==> config.mk <==
export PLATFORM = sky130hd
export DESIGN_NAME = blitter
export DESIGN_NICKNAME = d
export VERILOG_FILES = /design/src/blit_pkg.sv /design/src/blit_engine.sv /design/src/blit_regs.sv /design/src/blit_shifter.sv /design/src/blit_write_mask.sv /design/src/blitter.sv
export SDC_FILE = /design/constraint.sdc
export NUM_CORES = 1
export LEC_CHECK = 0
export BUFFER_PORTS_ARGS = -buffer_cell sky130_fd_sc_hd__buf_2
export CAP_MARGIN = 20
export CORE_MARGIN = 4
export CORE_UTILIZATION = 55
export DETAILED_ROUTE_END_ITERATION = 6
export HOLD_SLACK_MARGIN = 0.03
export PLACE_DENSITY = 0.79
export SYNTH_ARGS = -nofsm -noshare
export SYNTH_HDL_FRONTEND = slang
export SYNTH_SLANG_ARGS = --single-unit
==> constraint.sdc <==
create_clock -name clk -period 10.6 [get_ports clk]
set_clock_uncertainty 0.05 [all_clocks]
set_input_delay 0.53 -clock clk [delete_from_list [all_inputs] [get_ports clk]]
set_output_delay 0.53 -clock clk [all_outputs]
set_load 0.01 [all_outputs]
==> src/blit_pkg.sv <==
package blit_pkg;

    localparam int NIBBLES = 4;                     // 4-bit pixels per vram word

    typedef logic [15:0]        word_t;             // vram data word
    typedef logic [15:0]        addr_t;             // vram word address
    typedef logic [NIBBLES-1:0] nib_mask_t;         // one bit per nibble
    typedef logic [1:0]         shift_t;            // nibble shift amount
    typedef logic [3:0]         reg_num_t;          // blit register number

    // blit register map
    localparam reg_num_t REG_CTRL  = 4'd0;
    localparam reg_num_t REG_SHIFT = 4'd1;
    localparam reg_num_t REG_MOD_A = 4'd2;
    localparam reg_num_t REG_MOD_B = 4'd3;
    localparam reg_num_t REG_MOD_C = 4'd4;          // accepted, value ignored
    localparam reg_num_t REG_MOD_D = 4'd5;
    localparam reg_num_t REG_SRC_A = 4'd6;
    localparam reg_num_t REG_SRC_B = 4'd7;
    localparam reg_num_t REG_VAL_C = 4'd8;
    localparam reg_num_t REG_DST_D = 4'd9;
    localparam reg_num_t REG_LINES = 4'd10;         // line count minus one
    localparam reg_num_t REG_WORDS = 4'd11;         // word count minus one, queues the blit

    // CTRL register bits
    localparam int CTRL_A_CONST = 0;
    localparam int CTRL_B_CONST = 1;
    localparam int CTRL_B_NOT   = 2;
    localparam int CTRL_C_USE_B = 3;
    localparam int CTRL_T8      = 5;                // byte wide transparency test
    localparam int CTRL_T_LSB   = 8;                // transparency value in 15:8

    // SHIFT register fields, amount in 1:0
    localparam int SHIFT_F_LSB  = 12;               // first word mask
    localparam int SHIFT_L_LSB  = 8;                // last word mask

endpackage

==> src/blit_engine.sv <==
`timescale 1ns/1ps

module blit_engine import blit_pkg::*; (
    input  logic        clk,
    input  logic        reset_i,
    input  logic        a_const_i,
    input  logic        b_const_i,
    input  logic        b_not_i,
    input  logic        c_use_b_i,
    input  logic        t8_i,
    input  logic [7:0]  transp_i,
    input  shift_t      shift_i,
    input  nib_mask_t   f_mask_i,
    input  nib_mask_t   l_mask_i,
    input  word_t       mod_a_i,
    input  word_t       mod_b_i,
    input  word_t       mod_d_i,
    input  word_t       src_a_i,
    input  word_t       src_b_i,
    input  word_t       val_c_i,
    input  word_t       dst_d_i,
    input  word_t       lines_i,
    input  word_t       words_i,
    input  logic        queued_i,
    output logic        setup_o,        // copy strobe back to the register file
    output logic        busy_o,
    output logic        done_o,
    output logic        vram_sel_o,
    output logic        vram_wr_o,
    output addr_t       vram_addr_o,
    output word_t       vram_data_o,
    output nib_mask_t   vram_wr_mask_o,
    input  logic        vram_ack_i,
    input  word_t       vram_data_i
);

    typedef enum logic [2:0] {
        IDLE, SETUP, LINE_BEG, RD_A, RD_B, WR_D, LINE_END
    } state_t;

    state_t     state, state_next;

    // working copy of the blit
    logic       a_const, b_const, b_not, c_use_b, t8;
    logic [7:0] transp;
    shift_t     shift;
    nib_mask_t  f_mask, l_mask;
    word_t      mod_a, mod_b, mod_d;
    word_t      src_a, src_b, dst_d, val_c;
    word_t      lines, words;
    logic [16:0] count;                 // bit 16 flags the last word of a line

    word_t      val_a, val_b, val_b_prime;
    nib_mask_t  first_mask;

    word_t      src_a_next, src_b_next, dst_d_next;
    word_t      val_a_next, val_b_next;
    word_t      lines_next;
    logic [16:0] count_next;
    nib_mask_t  first_mask_next;
    logic       sel_next;
    addr_t      addr_next;

    word_t      shifted_a, shifted_b;
    logic       advance;

    assign advance     = !vram_sel_o || vram_ack_i;     // stall while an access is pending
    assign busy_o      = (state != IDLE);
    assign done_o      = (state == LINE_END) && lines[15];
    assign vram_data_o = val_a & val_b_prime ^ val_c;

    blit_shifter shift_a (
        .clk       (clk),
        .reset_i   (reset_i),
        .load_i    (state == RD_A && vram_ack_i),
        .amount_i  (shift),
        .data_i    (vram_data_i),
        .shifted_o (shifted_a)
    );

    blit_shifter shift_b (
        .clk       (clk),
        .reset_i   (reset_i),
        .load_i    (state == RD_B && vram_ack_i),
        .amount_i  (shift),
        .data_i    (vram_data_i),
        .shifted_o (shifted_b)
    );

    blit_write_mask write_mask (
        .first_mask_i (first_mask),
        .last_mask_i  (l_mask),
        .last_word_i  (count[16]),
        .t8_i         (t8),
        .transp_i     (transp),
        .b_i          (val_b),
        .mask_o       (vram_wr_mask_o)
    );

    // first access of a word, skipping constant sources
    function automatic state_t word_start(input logic a_c, input logic b_c);
        if (!a_c) begin
            return RD_A;
        end else if (!b_c) begin
            return RD_B;
        end
        return WR_D;
    endfunction

    always_comb begin
        state_next      = state;
        setup_o         = 1'b0;
        src_a_next      = src_a;
        src_b_next      = src_b;
        dst_d_next      = dst_d;
        val_a_next      = val_a;
        val_b_next      = val_b;
        lines_next      = lines;
        count_next      = count;
        first_mask_next = first_mask;

        case (state)
            IDLE: begin
                if (queued_i) begin
                    state_next = SETUP;
                end
            end
            SETUP: begin
                setup_o    = 1'b1;
                state_next = LINE_BEG;
            end
            LINE_BEG: begin
                first_mask_next = f_mask;
                lines_next      = lines - 1'b1;             // underflow into bit 15 marks last line
                count_next      = {1'b0, words} - 1'b1;
                state_next      = word_start(a_const, b_const);
            end
            RD_A: begin
                val_a_next = shifted_a;
                src_a_next = src_a + 1'b1;
                state_next = b_const ? WR_D : RD_B;
            end
            RD_B: begin
                val_b_next = shifted_b;
                src_b_next = src_b + 1'b1;
                state_next = WR_D;
            end
            WR_D: begin
                dst_d_next      = dst_d + 1'b1;
                count_next      = count - 1'b1;
                first_mask_next = '1;
                state_next      = count[16] ? LINE_END : word_start(a_const, b_const);
            end
            LINE_END: begin
                src_a_next = src_a + mod_a;                 // skip to the next line
                src_b_next = src_b + mod_b;
                dst_d_next = dst_d + mod_d;
                if (!lines[15]) begin
                    state_next = LINE_BEG;
                end else begin
                    state_next = queued_i ? SETUP : IDLE;
                end
            end
            default: begin
                state_next = IDLE;
            end
        endcase

        sel_next = (state_next == RD_A) || (state_next == RD_B) || (state_next == WR_D);
        case (state_next)
            RD_A:    addr_next = src_a_next;
            RD_B:    addr_next = src_b_next;
            WR_D:    addr_next = dst_d_next;
            default: addr_next = vram_addr_o;
        endcase
    end

    always_ff @(posedge clk) begin
        if (reset_i) begin
            state      <= IDLE;
            vram_sel_o <= 1'b0;
            vram_wr_o  <= 1'b0;
        end else if (advance) begin
            state      <= state_next;
            vram_sel_o <= sel_next;
            vram_wr_o  <= (state_next == WR_D);
        end
    end

    always_ff @(posedge clk) begin
        if (advance) begin
            vram_addr_o <= addr_next;
            src_a       <= src_a_next;
            src_b       <= src_b_next;
            dst_d       <= dst_d_next;
            val_a       <= val_a_next;
            val_b       <= val_b_next;
            val_b_prime <= b_not ? ~val_b_next : val_b_next;
            val_c       <= c_use_b ? val_b_next : val_c;
            lines       <= lines_next;
            count       <= count_next;
            first_mask  <= first_mask_next;
        end
        if (setup_o) begin
            a_const <= a_const_i;
            b_const <= b_const_i;
            b_not   <= b_not_i;
            c_use_b <= c_use_b_i;
            t8      <= t8_i;
            transp  <= transp_i;
            shift   <= shift_i;
            f_mask  <= f_mask_i;
            l_mask  <= l_mask_i;
            mod_a   <= mod_a_i;
            mod_b   <= mod_b_i;
            mod_d   <= mod_d_i;
            src_a   <= src_a_i;
            src_b   <= src_b_i;
            dst_d   <= dst_d_i;
            val_c   <= val_c_i;
            lines   <= lines_i;
            words   <= words_i;
            val_a   <= src_a_i;                             // sources double as constants
            val_b   <= src_b_i;
        end
    end

endmodule

==> src/blit_regs.sv <==
`timescale 1ns/1ps

module blit_regs import blit_pkg::*; (
    input  logic        clk,
    input  logic        reset_i,
    input  logic        regs_wr_i,
    input  reg_num_t    reg_num_i,
    input  word_t       reg_data_i,
    input  logic        setup_i,        // engine copies the queued blit
    output logic        a_const_o,
    output logic        b_const_o,
    output logic        b_not_o,
    output logic        c_use_b_o,
    output logic        t8_o,
    output logic [7:0]  transp_o,
    output shift_t      shift_o,
    output nib_mask_t   f_mask_o,
    output nib_mask_t   l_mask_o,
    output word_t       mod_a_o,
    output word_t       mod_b_o,
    output word_t       mod_d_o,
    output word_t       src_a_o,
    output word_t       src_b_o,
    output word_t       val_c_o,
    output word_t       dst_d_o,
    output word_t       lines_o,
    output word_t       words_o,
    output logic        queued_o
);

    always_ff @(posedge clk) begin
        if (reset_i) begin
            a_const_o <= 1'b0;
            b_const_o <= 1'b0;
            b_not_o   <= 1'b0;
            c_use_b_o <= 1'b0;
            t8_o      <= 1'b0;
            transp_o  <= '0;
            shift_o   <= '0;
            f_mask_o  <= '0;
            l_mask_o  <= '0;
            queued_o  <= 1'b0;
        end else begin
            if (setup_i) begin
                queued_o <= 1'b0;
            end
            if (regs_wr_i) begin
                case (reg_num_i)
                    REG_CTRL: begin
                        a_const_o <= reg_data_i[CTRL_A_CONST];
                        b_const_o <= reg_data_i[CTRL_B_CONST];
                        b_not_o   <= reg_data_i[CTRL_B_NOT];
                        c_use_b_o <= reg_data_i[CTRL_C_USE_B];
                        t8_o      <= reg_data_i[CTRL_T8];
                        transp_o  <= reg_data_i[CTRL_T_LSB +: 8];
                    end
                    REG_SHIFT: begin
                        f_mask_o <= reg_data_i[SHIFT_F_LSB +: NIBBLES];
                        l_mask_o <= reg_data_i[SHIFT_L_LSB +: NIBBLES];
                        shift_o  <= reg_data_i[$bits(shift_t)-1:0];
                    end
                    REG_MOD_C: begin
                    end                                     // no C modulo in this engine
                    REG_WORDS: begin
                        queued_o <= 1'b1;                   // wins over a same cycle setup
                    end
                    default: begin
                    end
                endcase
            end
        end
    end

    // address and count words, plain payload
    always_ff @(posedge clk) begin
        if (regs_wr_i) begin
            case (reg_num_i)
                REG_MOD_A: mod_a_o <= reg_data_i;
                REG_MOD_B: mod_b_o <= reg_data_i;
                REG_MOD_D: mod_d_o <= reg_data_i;
                REG_SRC_A: src_a_o <= reg_data_i;
                REG_SRC_B: src_b_o <= reg_data_i;
                REG_VAL_C: val_c_o <= reg_data_i;
                REG_DST_D: dst_d_o <= reg_data_i;
                REG_LINES: lines_o <= reg_data_i;
                REG_WORDS: words_o <= reg_data_i;
                default: begin
                end
            endcase
        end
    end

endmodule

==> src/blit_shifter.sv <==
`timescale 1ns/1ps

module blit_shifter import blit_pkg::*; (
    input  logic    clk,
    input  logic    reset_i,
    input  logic    load_i,         // source word accepted this cycle
    input  shift_t  amount_i,       // nibbles to shift right
    input  word_t   data_i,
    output word_t   shifted_o
);

    word_t                          prev_word;      // last loaded source word
    logic [2*$bits(word_t)-1:0]     joined;

    always_ff @(posedge clk) begin
        if (reset_i) begin
            prev_word <= '0;
        end else if (load_i) begin
            prev_word <= data_i;
        end
    end

    // low nibbles of the previous word move in from the top
    assign joined    = {prev_word, data_i} >> {amount_i, 2'b00};
    assign shifted_o = joined[$bits(word_t)-1:0];

endmodule

==> src/blit_write_mask.sv <==
`timescale 1ns/1ps

module blit_write_mask import blit_pkg::*; (
    input  nib_mask_t   first_mask_i,   // all ones after the first word of a line
    input  nib_mask_t   last_mask_i,
    input  logic        last_word_i,
    input  logic        t8_i,           // compare bytes instead of nibbles
    input  logic [7:0]  transp_i,
    input  word_t       b_i,
    output nib_mask_t   mask_o
);

    nib_mask_t  opaque4;
    nib_mask_t  opaque8;

    always_comb begin
        for (int n = 0; n < NIBBLES; n++) begin
            // odd nibbles against the high half, even against the low half
            opaque4[n] = b_i[4*n +: 4] != transp_i[4*(n%2) +: 4];
            opaque8[n] = b_i[8*(n/2) +: 8] != transp_i;        // both nibbles of a byte
        end
    end

    assign mask_o = first_mask_i &
                    (last_word_i ? last_mask_i : '1) &
                    (t8_i ? opaque8 : opaque4);

endmodule

==> src/blitter.sv <==
`timescale 1ns/1ps

module blitter import blit_pkg::*; (
    input  logic        clk,
    input  logic        reset_i,
    input  logic        regs_wr_i,
    input  reg_num_t    reg_num_i,
    input  word_t       reg_data_i,
    input  logic        vram_ack_i,
    input  word_t       vram_data_i,
    output logic        busy_o,
    output logic        full_o,         // a blit is waiting in the registers
    output logic        done_o,
    output logic        vram_sel_o,
    output logic        vram_wr_o,
    output nib_mask_t   vram_wr_mask_o,
    output addr_t       vram_addr_o,
    output word_t       vram_data_o
);

    logic       a_const, b_const, b_not, c_use_b, t8;
    logic [7:0] transp;
    shift_t     shift;
    nib_mask_t  f_mask, l_mask;
    word_t      mod_a, mod_b, mod_d;
    word_t      src_a, src_b, val_c, dst_d;
    word_t      lines, words;
    logic       queued;
    logic       setup;

    assign full_o = queued;

    blit_regs regs (
        .clk        (clk),
        .reset_i    (reset_i),
        .regs_wr_i  (regs_wr_i),
        .reg_num_i  (reg_num_i),
        .reg_data_i (reg_data_i),
        .setup_i    (setup),
        .a_const_o  (a_const),
        .b_const_o  (b_const),
        .b_not_o    (b_not),
        .c_use_b_o  (c_use_b),
        .t8_o       (t8),
        .transp_o   (transp),
        .shift_o    (shift),
        .f_mask_o   (f_mask),
        .l_mask_o   (l_mask),
        .mod_a_o    (mod_a),
        .mod_b_o    (mod_b),
        .mod_d_o    (mod_d),
        .src_a_o    (src_a),
        .src_b_o    (src_b),
        .val_c_o    (val_c),
        .dst_d_o    (dst_d),
        .lines_o    (lines),
        .words_o    (words),
        .queued_o   (queued)
    );

    blit_engine engine (
        .clk            (clk),
        .reset_i        (reset_i),
        .a_const_i      (a_const),
        .b_const_i      (b_const),
        .b_not_i        (b_not),
        .c_use_b_i      (c_use_b),
        .t8_i           (t8),
        .transp_i       (transp),
        .shift_i        (shift),
        .f_mask_i       (f_mask),
        .l_mask_i       (l_mask),
        .mod_a_i        (mod_a),
        .mod_b_i        (mod_b),
        .mod_d_i        (mod_d),
        .src_a_i        (src_a),
        .src_b_i        (src_b),
        .val_c_i        (val_c),
        .dst_d_i        (dst_d),
        .lines_i        (lines),
        .words_i        (words),
        .queued_i       (queued),
        .setup_o        (setup),
        .busy_o         (busy_o),
        .done_o         (done_o),
        .vram_sel_o     (vram_sel_o),
        .vram_wr_o      (vram_wr_o),
        .vram_addr_o    (vram_addr_o),
        .vram_data_o    (vram_data_o),
        .vram_wr_mask_o (vram_wr_mask_o),
        .vram_ack_i     (vram_ack_i),
        .vram_data_i    (vram_data_i)
    );

endmodule

# Word-level counts from Yosys, hierarchy flattened
# Index checks and enable logic that the tools add are counted.
# word_totals
inputBits	40
word_cells	166
regBits	457
output_inout_bits	41
# op_classes
n_eq_ne	25
bitwise_logic	5
add_sub_neg	9
shift	2
mux	45
reduce_logical	32
# op_table
operator	n
16-bit two-way mux	19
16-bit one-hot mux with 2 select lines	3
32-bit by 4-bit right shift with 16-bit output	2
16-bit by 1-bit adder with 16-bit output, second input constant	3
16-bit adder	3
16-bit one-hot mux with 3 select lines	1
17-bit one-hot mux with 2 select lines	1
2-bit AND reduction	16
3-bit two-way mux	7
3-bit one-hot mux with 7 select lines	1
16-bit by 1-bit subtractor with 17-bit output, second input constant	1
17-bit by 1-bit subtractor with 17-bit output, second input constant	1
16-bit bitwise AND	1
4-bit == test, second input constant	4
4-bit != test	4
8-bit != test	2
16-bit NOT	1
16-bit by 1-bit subtractor with 16-bit output, second input constant	1
16-bit bitwise XOR	1
3-bit == test, second input constant	5
4-bit by 3-bit == test with 1-bit output, second input constant	3
1-bit two-way mux	10
2-bit nonzero test	5
3-bit by 2-bit == test with 1-bit output, second input constant	3
12 further kinds	20

# Longest topological paths before layout
# Gate-level depths: netlist of the first run.
# logic_depth
ltp_word	9
mapped_depth	16
mapped_depth_nobuf	15

# By module
# Synthesis of the first run repeated with hierarchy kept, for this count alone.
# unflattened
hier_cells	1685
hier_area_um2	21328.0
# by_module_without_submodules
mod	seq_area_each_um2	n_inst	area_per_inst_um2	cells_per_inst
blit_engine	7667.4	1	13905.8	1271
blit_regs	4804.6	1	5434.0	265
blit_shifter	240.2	2	872.1	58
blit_write_mask	0.0	1	244.0	33

# Worst setup path before layout of the first run
# OpenSTA, ideal clock, no wires.
# synth_path
path_kind	register -> register
startpoint	reg engine.state[0]
endpoint	reg engine.src_a[7], data pin
period_less_slack_ns	3.987
required_ns	10.403
t_arrival_ns	3.790
path_slack_ns	6.613
path_stages_with_launch	7
setup_time_ns	0.147
path_cell_list	dfxtp_1 > nor2b_1 > nand2b_1 > clkinv_1 > clkbuf_1 > nand2_1 > nand2_1
# synth_between
elab_chain_len	4
# synth_rtl
element	line	rtl
start, declared	blit_engine.sv:41	state_t state, state_next;
start signal, assigned	blit_engine.sv:184	state <= state_next;
3-bit == test or 3-bit by 2-bit == test with 1-bit output (tied branches)	blit_engine.sv:122	case (state)
16-bit one-hot mux with 2 select lines	blit_engine.sv:122	
16-bit two-way mux	blit_engine.sv:191	if (advance) begin
16-bit two-way mux (*)	blit_engine.sv:204	if (setup_o) begin
end signal, assigned	blit_engine.sv:193	src_a <= src_a_next;
end signal, assigned	blit_engine.sv:217	src_a <= src_a_i;
end, declared	blit_engine.sv:49	word_t src_a, src_b, dst_d, val_c;
# Every way passes the cells marked *; elsewhere a longest branch is shown, timed or not. The select of a mux whose other input is x is not followed.
# A chain may end at the register's enable or synchronous reset.

# Worst setup path in the final report of the first run
# layout_path
startpoint	reg engine.state[2]
endpoint	reg engine.vram_addr_o[14], data pin
# layout_between
elab_chain_len	4
# layout_rtl
element	line	rtl
3-bit == test (tied with other cells)	blit_engine.sv:122	
3-bit one-hot mux with 7 select lines	blit_engine.sv:122	
3-bit == test or 3-bit by 2-bit == test with 1-bit output (tied branches)	blit_engine.sv:170	case (state_next)
16-bit one-hot mux with 3 select lines (*)	blit_engine.sv:170	
via engine.addr_next[14]	blit_engine.sv:62	addr_t addr_next;
end signal, assigned	blit_engine.sv:192	vram_addr_o <= addr_next;
end, declared	blit_engine.sv:30	output addr_t vram_addr_o,
# Mark *: on every way through the listed nets, which the timed path passes. The rest lies on a longest branch.

==> results of run 1 <==
[power breakdown]
group          internal (mW)  switching (mW)
clock network           1.04           0.687
logic                  0.488           0.757
registers               2.30           0.154
[logic make-up after synthesis]
kind of cell	after synthesis	synth area share, %
compound gates	344	9.77
xor+xnor	113	4.85
fa+ha+maj	50	3.18
buf+inv	100	1.88
flops	449	63.5
mux	85	4.67
simple gates	538	12.1
[final cells by class]
cell class,instances,area (µm²)
well taps,468,586
fillers,2766,13700
flip-flops and latches,449,13000
clock buffers,56,1220
multi-input cells,1130,7100
repair buffers,105,592
diodes,1,2.50
inverters,20,77.6
clock inverters,28,375
[cells in the mapped netlist (9+ instances only)]
cell type	n
o211ai_1	11
a21oi_1	192
dfxtp_1	53
nor2b_1	16
nand2b_1	29
nor2_1	167
buf_1	14
a211oi_1	15
o21ai_0	27
xor2_1	28
mux2_2	9
clkbuf_1	60
mux2i_1	67
and3_1	47
nand3_1	9
nand2_1	183
o21ai_1	29
nor3_1	39
ha_1	47
edfxtp_1	396
xnor2_1	85
a31oi_1	10
inv_1	19
a21o_1	18
o21a_1	12
[layout by cell type, fill, tap and decap left out, types with 10 or more instances in the layout]
cell type,instances
and3_1,47
o21ai_1,27
clkbuf_16,47
a211oi_1,15
a21oi_1,191
o211ai_1,11
inv_1,19
buf_4,24
a21o_1,18
xnor2_1,85
xor2_1,28
nor2b_1,16
edfxtp_1,396
mux2i_1,67
dfxtp_1,53
clkinv_2,14
a31oi_1,10
o21ai_0,27
nand2_1,182
nand2b_1,28
nor2_1,166
buf_2,80
ha_1,47
o21a_1,12
nor3_1,37
[through the flow]
stage | util, % | setup WS, ns | power, mW | std cells
after floorplan | - | 6.61 | 3.31 | 1679
after global placement | 58.2 | 6.31 | 3.66 | 2171
after detailed placement | 58.2 | 6.20 | 3.71 | 2172
after CTS | 62.6 | 6.12 | 5.43 | 2256
after global routing | 62.6 | 5.83 | 5.67 | 2256
final | 62.6 | 6.12 | 5.43 | 2257
[routing by layer]
metal | share of wire, % | wire length [µm] | GRT usage, % | vias to the layer above
met2 | 46 | 24000 | 39.2 | 682
met1 | 40 | 20700 | 35.5 | 6712
met5 | 0.025 | 13 | 0 | -
met3 | 9.4 | 4880 | 4.41 | 131
met4 | 4.3 | 2240 | 10.8 | 2
li1 | - | - | - | 6305
[worst max-delay path, delay by kind of cell (launching register included)]
family,cells,cell delay [ns]
AO/OA/AOI/OAI,7,1.28
adder cells (fa/ha/maj),2,0.67
buffers and inverters,1,0.45
flip-flops,1,0.64
multiplexers,1,0.26
AND/OR/NAND/NOR,4,0.84
[worst min path at each step]
stage | cells past startpoint | endpoint | start | slack (ns)
after floorplan | 0 | engine.mod_a[0] | regs.mod_a_o[0] | 0.35
after global placement | 0 | engine.words[10] | regs.words_o[10] | 0.35
after detailed placement | 0 | engine.mod_a[12] | regs.mod_a_o[12] | 0.35
after CTS | 3 | engine.shift_b.prev_word[3] | vram_data_i[3] | 0.15
after global routing | 3 | engine.shift_a.prev_word[4] | vram_data_i[4] | 0.17
final | 3 | engine.shift_a.prev_word[5] | vram_data_i[5] | 0.17
==> results.toml, run 1 <==
[synthesis]
synth.area.top_cells = "edfxtp_1 58%, dfxtp_1 5.2%, a21oi_1 4.7%, xnor2_1 3.7%, nand2_1 3.4%"
yosysUniqueCellTypes = 63
synth_ff_type = "edfxtp_1"
seq_area_frac_synth_pct = 63.5
ys_warn_count = 0
synth_edf_count = 396
ys_async_sr_fraction_pct = 0
synth_area_per_cell_um2 = 12.1
syn-num-nets = 1769
synth_area_mm2 = 0.0204
synthDominantCellAreaShare_pct = 58.3
synth_top_area_cell = "edfxtp_1"
yosys_register_bits = 449
syn-instance-count = 1679

[routing]
drcViolationCount = 0
wl_um = 51800
wl_per_cell_um = 23.0
viasPerCell = 6.13
drtAntennaViolNets = 0
vias = 13800
drtIter0Drc = 1697
drtPass1Iterations = 5

[cts]
postCtsSetupBuffers = 0
clockRootBuffer = "clkbuf_16"
hold_buffers = 0
cts.repair.resized = 0
cts.sink_count = 449
cts_tree = "done"
numCtsBuffers = 46
clkLatencyLatePin_ns = 0.59
clk_pin_slew_worst_paths_ns = 0.06
htree_levels = 2
clk_path_buf_depth = 3

[timing]
rsz0062_at_grt = "no"
timing.final.crit_share_pct = 42.3
finalSetupViolCount = 0
whs_ns = 0.167
layout_min_cycle_time_ns = 4.48
worst_slew_pin_slew_ns = 1.07
hold_viol = 0
relSlewSlack_pct = 28.8
drv_slew = 0
fmax_mhz = 223
fin_tns_setup_ns = 0

[die]
coreArea_mm2 = 0.0366
io_pins = 81
die_area_mm2 = 0.0402
start_util_pct = 55.7
rows = 70
die_w_um = 201
die_h_um = 201

[place]
io_buffers = 80
dpl_cell_area_mm2 = 0.0213
gp_congestion = 0.934
dpl.hpwl_um = 33600

[critical_path]
critPathCaptureType = "register"
r2r_start = "engine.state[2]"
cp_max_fo = 50
crit_slowest_cell = "dfxtp_1"
cp_cell_sequence = "and2b_1, buf_4, and2_1, nand2b_1, ha_1, fa_1, a21o_1, a21o_1, a21oi_1, o211ai_1, a31oi_1, mux2i_1, nand2_1, o21ai_0, a21oi_1"
path_class = "register to register"
cp.arrival_ns = 4.74
startpoint_type = "register"
r2r_slack_ns = 6.12
slowest_delay_ns = 0.64
cp-endpoint = "engine.vram_addr_o[14]"
worstPathRequired_ns = 10.86
rr_worst_depth = 15
crit_start = "engine.state[2]"
r2r_end = "engine.vram_addr_o[14]"

[pwr]
peakVddDrop_uv = 146
power_density_mw_per_mm2 = 237
power_leakage_nw = 8.45

[final_layout]
nets = 1842
top_register = "engine.count"
area_delta_synth_final_pct = 12.4
final_layout_size_suffix_gt1_share_pct = 12.0
largest_reg_flops = 17
stdcell_area_mm2 = 0.0229

[job]
cap_violations = 0

[grt]
grt_max_degree = 82
grt_pass1_wl_um = 78400
antenna_found_initial = 3
grt_pass1_vias = 13300
overflow = 0
grt_usage_pct = 25.2

[hold_path]
hold_class = "primary input to register"

[outcome]
status = "complete, no violations"
(Power assumes the default switching activity.)
==> inputs of run 2 (changes only) <==
- ABC_AREA: default -> 1
- clock period: 10.6 -> 4.5 ns (I/O delays scaled with it)
==> run 2 against run 1 <==
- combinational power rose to 2.9 times the previous value
- maximum frequency increased by 25%
- synthesized cell count grew 32%
- final cell count grew 27%
- critical path depth is 1 higher
- setup slack lost 5.2 ns
- total power increased to 2.5 times the previous value
- final area is 5.8% higher
- wire length grew 7.3%
- die area is 4.8% higher
- global-route usage increased by 1.1 points
- sequential cell count stayed put
==> results.toml, run 2 <==
[synthesis]
yosysUniqueCellTypes = 40
syn-instance-count = 2216
synthDominantCellAreaShare_pct = 55.6
synth_common_cells = "611 x nand2_1, 396 x edfxtp_1, 256 x inv_1, 181 x nor2_1, 145 x nand3_1"
synth_area_per_cell_um2 = 9.66
ys_async_sr_fraction_pct = 0
synth_area_mm2 = 0.0214
synth.most_common_cell = "nand2_1"
synth.area.top_cells = "edfxtp_1 56%, nand2_1 11%, dfxtp_1 5.0%, inv_1 4.5%, nand3_1 3.4%"
yosys_register_bits = 449
syn-num-nets = 2306
seq_area_frac_synth_pct = 60.5
synth_edf_count = 396
synth_ff_type = "edfxtp_1"
synth_top_area_cell = "edfxtp_1"
ys_warn_count = 0

[place]
pre_cts_slack_ns = 0.961
io_buffers = 80
dpl.hpwl_um = 37600
gp_congestion = 0.909

[grt]
grt_usage_pct = 26.3
grt_pass1_wl_um = 84800
grt_max_degree = 65
antenna_found_initial = 1
grt_pass1_vias = 15300
overflow = 0

[die]
coreArea_mm2 = 0.0380
die_h_um = 205
rows = 71
die_w_um = 205
io_pins = 81
die_area_mm2 = 0.0421
start_util_pct = 56.3

[routing]
drtPass1Iterations = 5
viasPerCell = 5.62
wl_um = 55600
drtIter0Drc = 1533
drtAntennaViolNets = 0
vias = 16200
drcViolationCount = 0
wl_per_cell_um = 19.3

[timing]
finalSetupViolCount = 0
timing.final.crit_share_pct = 79.7
fmax_mhz = 279
worst_slew_pin_slew_ns = 1.12
drv_slew = 0
layout_min_cycle_time_ns = 3.59
fin_tns_setup_ns = 0
hold_viol = 0
relSlewSlack_pct = 25.4
rsz0062_at_grt = "no"
whs_ns = 0.0716
fin_ws_ns = 0.915

[cts]
cts_tree = "done"
cts.sink_count = 449
cts.repair.resized = 0
clk_pin_slew_worst_paths_ns = 0.06
numCtsBuffers = 45
htree_levels = 2
clkLatencyLatePin_ns = 0.59
clockRootBuffer = "clkbuf_16"
clk_path_buf_depth = 3

[final_layout]
nets = 2419
n_fill_cell = 3034
fin_util_pct = 63.8
largest_reg_flops = 17
mostFrequentLayoutCell = "nand2_1"
final_layout_size_suffix_gt1_share_pct = 10.0
final_cell_mix = "609 x nand2_1, 396 x edfxtp_1, 255 x inv_1"
top_register = "engine.count"
area_delta_synth_final_pct = 13.3

[critical_path]
startpoint_type = "register"
cp.arrival_ns = 3.86
critPathCaptureType = "register"
cp_max_fo = 21
worstPathRequired_ns = 4.78
r2r_end = "engine.vram_addr_o[14]"
crit_start = "engine.state[1]"
rr_worst_depth = 16
path_class = "register to register"
r2r_start = "engine.state[1]"
r2r_slack_ns = 0.91

[outcome]
status = "complete, no violations"

[pwr]
power_density_mw_per_mm2 = 562
power.total_mw = 13.6
power_leakage_nw = 10.2
peakVddDrop_uv = 344

[hold_path]
whs_path_depth = 1
hold_end = "regs.mod_b_o[15]"
hold_class = "primary input to register"
min-delay-start = "reg_data_i[15]"

[job]
cap_violations = 0
## run 2: area by class of cell
cell class	count	area, µm²	share of cell area, %
inverter	268	1010	4.17
multi-input combinational	1431	7170	29.6
tap	511	639	2.64
sequential	449	13000	53.4
clock buffer	51	1170	4.82
antenna	1	2.50	0.0103
timing repair buffer	134	922	3.80
clock inverter	32	380	1.57
## run 2: timing repair
item | CTS | global route
hold buffers | 31 | 1
endpoints found under the hold margin | 99 | 1
setup buffers | 0 | 0
## run 2: worst max-delay path, stage by stage (launching register included)
cell and delay (ns):
dfxtp_1 0.42, inv_2 0.10, nor2_1 0.17, nand2_1 0.51, or2_2 0.50, ha_1 0.24
fa_1 0.44, nand2_1 0.09, nand2_1 0.07, nand3_1 0.09, nand2_1 0.09, nand2_1 0.09
nand2_1 0.05, nand2_1 0.06, nand3_1 0.08, nand3_1 0.19, nand3_1 0.10
## run 2: power breakdown
group,switching (mW),internal (mW)
logic,2.36,1.26
clock network,1.62,2.34
registers,0.428,5.62
total,4.40,9.22
## run 2: how the worst max path moves through the flow
stage	end	slack, ns	cells after the start
floorplan	engine.val_a[0]	1.29	7
global placement	engine.vram_addr_o[4]	1.13	14
detailed placement	engine.vram_addr_o[4]	0.96	14
CTS	engine.vram_addr_o[4]	0.92	14
global route	engine.vram_addr_o[14]	0.67	16
finish	engine.vram_addr_o[14]	0.91	16
## run 2: cell families (layout without fill, tap and decap cells)
kind of cell | count (synthesis) | after routing | synth area share (%)
AND/OR/NAND/NOR | 1021 | 1021 | 19.9
flip-flops | 449 | 449 | 60.5
buffers and inverters | 336 | 485 | 6.10
AO/OA/AOI/OAI | 274 | 274 | 6.90
XOR/XNOR | 81 | 81 | 3.31
adder cells (fa/ha/maj) | 50 | 50 | 3.03
multiplexers | 5 | 5 | 0.234
other | 0 | 1 | 0
## run 2: layer usage
metal  vias up  routed length (µm)  track usage, %
met2       705               26500            43.3
met5         -                   0               0
li1       7609                   -               -
met4         0                2690            11.1
met1      7688               22100            35.0
met3       160                4360            4.33
## run 2: stage by stage
stage,cells,cell area (µm²)
3_3_place_gp,2759,22300
4_1_cts,2874,24200
3_5_place_dp,2760,22400
6_report,2877,24200
5_1_grt,2876,24200
2_1_floorplan,2216,21400
